==> src/common/mpeg_sys_pkg.sv <==
// package: stream field types, pack and system header structs, start-code constants

package mpeg_sys_pkg;

	typedef logic [7:0]  byte_t;      // one stream byte
	typedef logic [32:0] scr_t;       // system clock reference
	typedef logic [21:0] mux_rate_t;  // mux rate, also rate bound
	typedef logic [15:0] hdr_len_t;   // system header length
	typedef logic [7:0]  stream_id_t;
	typedef logic [12:0] buf_size_t;  // P-STD buffer size bound

	// pack header result, 56 bits
	typedef struct packed {
		scr_t      scr;
		mux_rate_t mux_rate;
		logic      marker_ok;
	} pack_info_t;

	// system header result, 63 bits
	typedef struct packed {
		hdr_len_t    header_length;
		mux_rate_t   rate_bound;
		logic [5:0]  audio_bound;
		logic [4:0]  video_bound;
		logic        fixed_flag;
		logic        csps_flag;
		logic        audio_lock;
		logic        video_lock;
		logic        marker_ok;
		logic        reserved_ok;   // reserved byte was FF
		logic [7:0]  entry_count;
	} sys_info_t;

	// one stream entry of the system header, 22 bits
	typedef struct packed {
		stream_id_t stream_id;
		logic       buf_scale;
		buf_size_t  buf_size;
	} stream_entry_t;

	localparam byte_t PACK_START_CODE = 8'hBA;  // after 00 00 01
	localparam byte_t SYS_START_CODE  = 8'hBB;

	localparam int PACK_HDR_BYTES  = 8;  // pack header bytes after the code
	localparam int SYS_FIXED_BYTES = 6;  // system header bytes after length

endpackage

==> src/header_parser/pack_header_parser.sv <==
// module pack_header_parser: eight pack header bytes to SCR, mux rate and marker status

`timescale 1ns/1ps

module pack_header_parser (
	input  logic                     enable,
	input  logic                     rst,
	input  mpeg_sys_pkg::byte_t      byte_data,
	input  logic                     byte_valid,
	input  logic                     pack_start,
	output logic                     pack_done,
	output mpeg_sys_pkg::pack_info_t pack_info
);

	import mpeg_sys_pkg::*;

	logic       armed;
	logic [2:0] idx;        // byte index within the header
	pack_info_t work;       // fields collected so far
	pack_info_t work_nxt;
	logic       mark_good;  // markers of the current byte

	// place the current byte into the SCR and mux rate fields
	always_comb begin
		work_nxt  = work;
		mark_good = 1'b1;
		case (idx)
			3'd0: begin
				work_nxt.scr[32:30] = byte_data[3:1];
				mark_good = (byte_data[7:4] == 4'b0010) && byte_data[0];
			end
			3'd1: work_nxt.scr[29:22] = byte_data;
			3'd2: begin
				work_nxt.scr[21:15] = byte_data[7:1];
				mark_good = byte_data[0];
			end
			3'd3: work_nxt.scr[14:7] = byte_data;
			3'd4: begin
				work_nxt.scr[6:0] = byte_data[7:1];
				mark_good = byte_data[0];
			end
			3'd5: begin
				work_nxt.mux_rate[21:15] = byte_data[6:0];
				mark_good = byte_data[7];
			end
			3'd6: work_nxt.mux_rate[14:7] = byte_data;
			default: begin
				work_nxt.mux_rate[6:0] = byte_data[7:1];
				mark_good = byte_data[0];
			end
		endcase
		work_nxt.marker_ok = work.marker_ok & mark_good;
	end

	always_ff @(posedge enable) begin
		if (rst) begin
			armed     <= 1'b0;
			idx       <= 3'd0;
			pack_done <= 1'b0;
			pack_info <= '0;
		end else begin
			pack_done <= 1'b0;
			if (pack_start) begin  // restarts a header in progress too
				armed <= 1'b1;
				idx   <= 3'd0;
			end else if (armed && byte_valid) begin
				idx <= idx + 3'd1;
				if (idx == 3'(PACK_HDR_BYTES - 1)) begin
					armed     <= 1'b0;
					pack_done <= 1'b1;
					pack_info <= work_nxt;  // held until the next header
				end
			end
		end
	end

	// working copy of the fields
	always_ff @(posedge enable) begin
		if (pack_start) begin
			work           <= '0;
			work.marker_ok <= 1'b1;
		end else if (armed && byte_valid) begin
			work <= work_nxt;
		end
	end

endmodule

==> src/header_parser/start_code_detector.sv <==
// module start_code_detector: 00 00 01 prefix search, pack and system header start strobes

`timescale 1ns/1ps

module start_code_detector (
	input  logic                enable,
	input  logic                rst,
	input  mpeg_sys_pkg::byte_t byte_data,
	input  logic                byte_valid,
	output logic                pack_start,
	output logic                sys_start
);

	import mpeg_sys_pkg::*;

	typedef enum logic [1:0] {
		st_idle,
		st_zero1,   // one 00 seen
		st_zero2,   // two or more 00 seen
		st_prefix   // 00 00 01 seen, code byte next
	} state_t;

	state_t state;
	state_t state_nxt;

	always_comb begin
		state_nxt = state;
		case (state)
			st_idle:
				if (byte_data == 8'h00)
					state_nxt = st_zero1;
			st_zero1:
				state_nxt = (byte_data == 8'h00) ? st_zero2 : st_idle;
			st_zero2: begin
				if (byte_data == 8'h01)
					state_nxt = st_prefix;
				else if (byte_data != 8'h00)
					state_nxt = st_idle;  // a run of zeros stays here
			end
			default:
				state_nxt = (byte_data == 8'h00) ? st_zero1 : st_idle;
		endcase
	end

	always_ff @(posedge enable) begin
		if (rst) begin
			state      <= st_idle;
			pack_start <= 1'b0;
			sys_start  <= 1'b0;
		end else begin
			pack_start <= 1'b0;
			sys_start  <= 1'b0;
			if (byte_valid) begin
				state <= state_nxt;
				if (state == st_prefix) begin
					pack_start <= (byte_data == PACK_START_CODE);
					sys_start  <= (byte_data == SYS_START_CODE);
				end
			end
		end
	end

endmodule

==> src/header_parser/system_header_parser.sv <==
// module system_header_parser: system header fixed fields, stream entries and marker checks

`timescale 1ns/1ps

module system_header_parser (
	input  logic                        enable,
	input  logic                        rst,
	input  mpeg_sys_pkg::byte_t         byte_data,
	input  logic                        byte_valid,
	input  logic                        sys_start,
	output logic                        sys_done,
	output mpeg_sys_pkg::sys_info_t     sys_info,
	output logic                        stream_valid,
	output mpeg_sys_pkg::stream_entry_t stream_entry
);

	import mpeg_sys_pkg::*;

	typedef enum logic [1:0] {
		st_idle,
		st_length,  // two length bytes
		st_fixed,   // six fixed bytes
		st_entry    // 3-byte stream entries
	} state_t;

	state_t        state;
	logic [2:0]    idx;        // byte index within the current step
	hdr_len_t      rem;        // bytes left after the length field
	hdr_len_t      rem_dec;
	logic          last;       // current byte is the last one counted
	logic          done_now;   // finish on this byte
	logic          done_late;  // finish one cycle after the entry strobe
	logic          emit;       // third entry byte
	logic          pend;
	sys_info_t     work;
	sys_info_t     work_nxt;
	stream_entry_t ent;
	stream_entry_t ent_nxt;

	assign rem_dec = (rem != '0) ? rem - hdr_len_t'(1) : rem;  // saturates on short lengths
	assign last    = (rem <= hdr_len_t'(1));

	always_comb begin
		work_nxt  = work;
		ent_nxt   = ent;
		done_now  = 1'b0;
		done_late = 1'b0;
		emit      = 1'b0;
		case (state)
			st_length: begin
				if (idx == 3'd0)
					work_nxt.header_length[15:8] = byte_data;
				else
					work_nxt.header_length[7:0] = byte_data;
			end
			st_fixed: begin
				case (idx)
					3'd0: begin
						work_nxt.rate_bound[21:15] = byte_data[6:0];
						work_nxt.marker_ok = work.marker_ok & byte_data[7];
					end
					3'd1: work_nxt.rate_bound[14:7] = byte_data;
					3'd2: begin
						work_nxt.rate_bound[6:0] = byte_data[7:1];
						work_nxt.marker_ok = work.marker_ok & byte_data[0];
					end
					3'd3: begin
						work_nxt.audio_bound = byte_data[7:2];
						work_nxt.fixed_flag  = byte_data[1];
						work_nxt.csps_flag   = byte_data[0];
					end
					3'd4: begin
						work_nxt.audio_lock  = byte_data[7];
						work_nxt.video_lock  = byte_data[6];
						work_nxt.marker_ok   = work.marker_ok & byte_data[5];
						work_nxt.video_bound = byte_data[4:0];
					end
					default: begin
						work_nxt.reserved_ok = (byte_data == 8'hFF);
						done_now = last;  // header without entries
					end
				endcase
			end
			st_entry: begin
				case (idx)
					3'd0: begin
						ent_nxt.stream_id = byte_data;
						done_now = !byte_data[7] || last;  // bit 7 clear ends the list
					end
					3'd1: begin
						ent_nxt.buf_scale     = byte_data[5];
						ent_nxt.buf_size[12:8] = byte_data[4:0];
						done_now = last;  // truncated entry
					end
					default: begin
						ent_nxt.buf_size[7:0] = byte_data;
						emit      = 1'b1;
						done_late = last;
						work_nxt.entry_count = work.entry_count + 8'd1;
					end
				endcase
			end
			default: ;
		endcase
	end

	always_ff @(posedge enable) begin
		if (rst) begin
			state        <= st_idle;
			idx          <= 3'd0;
			rem          <= '0;
			pend         <= 1'b0;
			sys_done     <= 1'b0;
			sys_info     <= '0;
			stream_valid <= 1'b0;
			stream_entry <= '0;
		end else begin
			sys_done     <= pend;
			pend         <= 1'b0;
			stream_valid <= 1'b0;
			if (pend)
				sys_info <= work;  // entry count already includes the last entry
			if (sys_start) begin
				state <= st_length;
				idx   <= 3'd0;
			end else if (byte_valid && state != st_idle) begin
				idx <= idx + 3'd1;
				if (state != st_length)
					rem <= rem_dec;
				if (state == st_length && idx == 3'd1) begin
					rem   <= work_nxt.header_length;
					state <= st_fixed;
					idx   <= 3'd0;
				end
				if (state == st_fixed && idx == 3'(SYS_FIXED_BYTES - 1)) begin
					state <= st_entry;
					idx   <= 3'd0;
				end
				if (emit) begin
					idx          <= 3'd0;
					stream_valid <= 1'b1;
					stream_entry <= ent_nxt;
				end
				if (done_now) begin
					state    <= st_idle;
					sys_done <= 1'b1;
					sys_info <= work_nxt;
				end
				if (done_late) begin
					state <= st_idle;
					pend  <= 1'b1;  // keeps sys_done apart from stream_valid
				end
			end
		end
	end

	// working copies of the header fields and the current entry
	always_ff @(posedge enable) begin
		if (sys_start) begin
			work           <= '0;
			work.marker_ok <= 1'b1;
			ent            <= '0;
		end else if (byte_valid && state != st_idle) begin
			work <= work_nxt;
			ent  <= ent_nxt;
		end
	end

endmodule

==> src/logic/bit_deserializer.sv <==
// module bit_deserializer: serial bit stream to byte strobes, MSB first

`timescale 1ns/1ps

module bit_deserializer (
	input  logic                enable,
	input  logic                rst,
	input  logic                bit_in,
	input  logic                bit_valid,
	output mpeg_sys_pkg::byte_t byte_data,
	output logic                byte_valid
);

	logic [6:0] shift;  // first seven bits of the current byte
	logic [2:0] bit_cnt;

	// control: bit counter and byte strobe
	always_ff @(posedge enable) begin
		if (rst) begin
			bit_cnt    <= 3'd0;
			byte_valid <= 1'b0;
		end else begin
			byte_valid <= 1'b0;
			if (bit_valid) begin
				bit_cnt <= bit_cnt + 3'd1;  // wraps after the eighth bit
				if (bit_cnt == 3'd7)
					byte_valid <= 1'b1;
			end
		end
	end

	// payload path
	always_ff @(posedge enable) begin
		if (bit_valid) begin
			shift <= {shift[5:0], bit_in};
			if (bit_cnt == 3'd7)
				byte_data <= {shift, bit_in};  // last bit lands in the LSB
		end
	end

endmodule

==> src/logic/mpeg_sys_parser.sv <==
// module mpeg_sys_parser: top level with deserializer, start-code detector and header parsers

`timescale 1ns/1ps

module mpeg_sys_parser (
	input  logic                        enable,
	input  logic                        rst,
	input  logic                        bit_in,
	input  logic                        bit_valid,
	output logic                        pack_done,
	output mpeg_sys_pkg::pack_info_t    pack_info,
	output logic                        sys_done,
	output mpeg_sys_pkg::sys_info_t     sys_info,
	output logic                        stream_valid,
	output mpeg_sys_pkg::stream_entry_t stream_entry
);

	import mpeg_sys_pkg::*;

	byte_t byte_data;   // to detector and both parsers
	logic  byte_valid;
	logic  pack_start;
	logic  sys_start;

	bit_deserializer bit_deserializer_inst (
		.enable     (enable),
		.rst        (rst),
		.bit_in     (bit_in),
		.bit_valid  (bit_valid),
		.byte_data  (byte_data),
		.byte_valid (byte_valid)
	);

	start_code_detector start_code_detector_inst (
		.enable     (enable),
		.rst        (rst),
		.byte_data  (byte_data),
		.byte_valid (byte_valid),
		.pack_start (pack_start),
		.sys_start  (sys_start)
	);

	pack_header_parser pack_header_parser_inst (
		.enable     (enable),
		.rst        (rst),
		.byte_data  (byte_data),
		.byte_valid (byte_valid),
		.pack_start (pack_start),
		.pack_done  (pack_done),
		.pack_info  (pack_info)
	);

	system_header_parser system_header_parser_inst (
		.enable       (enable),
		.rst          (rst),
		.byte_data    (byte_data),
		.byte_valid   (byte_valid),
		.sys_start    (sys_start),
		.sys_done     (sys_done),
		.sys_info     (sys_info),
		.stream_valid (stream_valid),
		.stream_entry (stream_entry)
	);

endmodule

==> config.mk <==
export PLATFORM = sky130hd
export DESIGN_NAME = mpeg_sys_parser
export DESIGN_NICKNAME = d
export VERILOG_FILES = /design/src/common/mpeg_sys_pkg.sv /design/src/header_parser/pack_header_parser.sv /design/src/header_parser/start_code_detector.sv /design/src/header_parser/system_header_parser.sv /design/src/logic/bit_deserializer.sv /design/src/logic/mpeg_sys_parser.sv
export SDC_FILE = /design/constraint.sdc
export NUM_CORES = 1
export LEC_CHECK = 0
export BUFFER_PORTS_ARGS = -buffer_cell sky130_fd_sc_hd__buf_2
export CAP_MARGIN = 20
export CELL_PAD_IN_SITES_DETAIL_PLACEMENT = 0
export CELL_PAD_IN_SITES_GLOBAL_PLACEMENT = 1
export CORE_MARGIN = 2
export CORE_UTILIZATION = 41
export DETAILED_ROUTE_END_ITERATION = 8
export HOLD_SLACK_MARGIN = 0.02
export PLACE_DENSITY = 0.83
export RECOVER_POWER = 25
export SLEW_MARGIN = 40
export SYNTH_ARGS = -nofsm -noshare
export SYNTH_HDL_FRONTEND = slang
export SYNTH_HIERARCHICAL = 1
export SYNTH_SLANG_ARGS = --single-unit
==> constraint.sdc <==
create_clock -name enable -period 2.52 [get_ports enable]
set_clock_uncertainty 0.15 [all_clocks]
set_input_delay 0.126 -clock enable [delete_from_list [all_inputs] [get_ports enable]]
set_output_delay 0.126 -clock enable [all_outputs]
set_load 0.01 [all_outputs]
==> metrics.md <==
| Metric | Value |
|---|---|
| ANT nets after route | `0` |
| Critical Path AT | `2.74 ns` |
| Clk buf depth | `3` |
| Place WS | `0.05627 ns` |
| I/O pin cnt | `148` |
| Count of state elements after synthesis | `326` |
| Synth Warn # | `6` |
| Clk sinks | `326` |
| GRT met2 Usage | `33.00%` |
| Cell Rows | `68` |
| Die area | `0.03699 mm2` |
| Leak pwr | `6.202 nW` |
| Post-Synthesis Cell Area | `0.01454 mm2` |
| Placed Cells | `2115` |
| Post-route DRC | `0` |
| Drt total wl | `39.60 mm` |
| TritonRoute pass-1 iters | `5` |
| Core footprint | `0.03471 mm2` |
| Rel. slew slack | `50.95%` |
| Total power draw | `10.50 mW` |
| Peak supply drop | `0.4425 mV` |
| CTS clk-pin slew, worst paths | `0.06 ns` |
| CTS root buffer | `clkbuf_16` |
| Met1 usage | `28.63%` |
| Ys async rst share | `0%` |
| Pwr dens | `612.5 mW/mm2` |
| Antenna diodes | `0` |
| Routed len/inst | `18.07 um` |
| Commonest non-fill, non-tap cells in the layout | `dfxtp_1, nand2_1, mux2i_1, a21oi_1, a211oi_1` |
| Vias in the first global route | `11398` |
| Slew Viols, Final | `0` |
| Setup WS post-layout | `0.07086 ns` |
| Met3 global-route usage | `3.473%` |
| Minimum clock period | `2.449 ns` |
| Syn-to-layout area delta | `17.94%` |
| Via density | `5.555` |
| Remaining Overflow, GRT | `0` |
| Startpoint types | `flop` |
| TNS Setup | `0 ns` |
| Util after Layout | `49.41%` |
| Post-synthesis instance total | `1588` |
| Detailed-route via count | `12176` |
| CTS tree | `done` |
| Htree depth | `2` |
| R2R Setup Slk | `0.07 ns` |
| Die Y | `192.3 um` |
| CP required | `2.81 ns` |
| Hold WC Path Type | `input pin to flop` |
| All-Layer GR Usage | `20.57%` |
| Slew @ Worst Pin | `0.7303 ns` |
| Fill count | `3347` |
| IO Port Bufs | `147` |
| Count of cell types in the netlist | `70` |
| Top_reg_cell synth | `dfxtp_1` |
| Mapped Avg Cell Area | `9.157 um2` |
| Max cap viols | `0` |
| Die Wd | `192.3 um` |
| Placer Congestion | `0.8640` |
| Largest net degree at the start of global routing | `83` |
| Number of synthesized flops with an enable pin | `15` |
| Crit-path max FO | `9` |
| Net count after synthesis | `1609` |
| Status | `completed` |
| Final setup fails | `0` |
| Final Hold Violating Endpoints | `0` |
| Initial antenna violation count | `1` |
| Post-DP HPWL | `24.66 mm` |
| Commonest non-fill, non-tap cell in the layout | `dfxtp_1` |
| Tcrit/Tclk final | `97.19%` |
| Initial Util | `41.89%` |
| Global-route wire length before repair | `61.73 mm` |
| Nets | `1731` |
| Share of cells above drive strength 1 | `14.85%` |
| Fmax | `408.3 MHz` |
| CP Class | `flop to flop` |
| Clock latency on the worst-skew pair | `0.54 ns` |
| Worst Setup End Kind | `flop` |
| Post-route insts no fill | `2192` |
| Seq/Total Area, Yosys | `45.91%` |
| Num CTS Buffers | `37` |
| Number of DRC markers in iteration 0 | `974` |
| GRT busiest layer | `met2` |
-- final timing paths --
path / startpoint / end / cells after the start
max: system_header_parser_inst/idx[0]$_SDFFE_PP0P_ / system_header_parser_inst/sys_info[24]$_SDFF_PP0_ / 9
min: bit_in / bit_deserializer_inst/byte_data[0]$_DFFE_PP_ / 2
max reg2reg: system_header_parser_inst/idx[0]$_SDFFE_PP0P_ / system_header_parser_inst/sys_info[24]$_SDFF_PP0_ / 9
min reg2reg: bit_deserializer_inst/shift[6]$_DFFE_PP_ / bit_deserializer_inst/byte_data[7]$_DFFE_PP_ / 0
-- what timing repair did --
| item | CTS | global route |
|---|---|---|
| endpoints found under the setup margin | 0 | 61 |
| gates resized for setup | 0 | 10 |
| setup buffers | 0 | 2 |
| endpoints found under the hold margin | 49 | 0 |
| hold buffers | 3 | 0 |
-- flip-flops by register name, indices dropped and copies added (netlist names), 2 cells and up --
signal / count
bit_deserializer_inst/shift: 7
system_header_parser_inst/sys_info: 63
system_header_parser_inst/stream_entry: 22
system_header_parser_inst/rem: 16
start_code_detector_inst/state: 2
pack_header_parser_inst/pack_info: 56
pack_header_parser_inst/idx: 3
system_header_parser_inst/idx: 3
system_header_parser_inst/work: 63
system_header_parser_inst/state: 2
bit_deserializer_inst/bit_cnt: 3
pack_header_parser_inst/work: 56
bit_deserializer_inst/byte_data: 8
system_header_parser_inst/ent: 14
-- logic make-up after synthesis --
logic type / Yosys count / synth area share [%]
multiplexers: 127 / 8.751
adder cells (fa/ha/maj): 17 / 1.463
flip-flops: 326 / 45.91
AO/OA/AOI/OAI: 432 / 21.05
AND/OR/NAND/NOR: 503 / 16.93
buffers and inverters: 175 / 5.404
XOR/XNOR: 8 / 0.4819
-- metrics by stage --
stage                     instance area [um2]  hold WS (ns)
after floorplan                         14540       0.04507
after global placement                  15880        0.1942
after detailed placement                15880        0.2047
after CTS                               17100        0.1746
after global routing                    17150        0.2758
final                                   17150        0.2506
-- report_power, final --
group / internal, mW / switching [mW]
Sequential: 5.20 / 0.00555
Clock: 3.03 / 2.18
Combinational: 0.0205 / 0.0647
-- cells in the mapped netlist, types with 8 or more instances --
master     number  area (um2)
o21ai_1         8       40.04
a311oi_1        9       78.83
nand2_1       182       683.2
o2bb2ai_1      40       350.3
ha_1           17       212.7
o21ai_0        48       240.2
nor4_1         10       62.56
nand3_1        56       280.3
buf_2          32       160.2
a211oi_2       36       450.4
a22oi_1         9       67.56
a211oi_1      120       900.9
dfxtp_1       311        6226
a31oi_1         9       56.30
mux2i_1       126        1261
nor2b_1        66       412.9
nand4_1         9       56.30
buf_6           8       90.09
nor2_1        100       375.4
buf_1          15       56.30
a21oi_1       126       630.6
edfxtp_1       15       450.4
nand3b_1       12       90.09
nor3_1         19       95.09
inv_1          16       60.06
clkbuf_1       95       356.6
-- final cells by class --
type                       instances  area, um2  area share (%)
inverter                          16      60.06          0.3502
timing repair buffer             241       1508           8.791
tap                              455      569.3           3.319
multi-input combinational       1088       7139           41.63
clock inverter                     7      92.59          0.5399
clock buffer                      59       1099           6.405
sequential                       326       6683           38.97
-- critical path, cell delays in order, from the launching register on --
cell and delay (ns):
dfxtp_1 0.34, ha_1 0.23, ha_1 0.20, or3_1 0.34, o22ai_1 0.12, and4_4 0.27
o21a_4 0.20, buf_4 0.19, a211oi_1 0.06, a311oi_1 0.24
-- layer usage --
layer  vias up  wire, um
met5         -         0
met3        50      2378
met4         0       736
met2       337     18250
met1      5827     18240
li1       5962         -
Note: power is estimated with default switching activity, not from simulation.
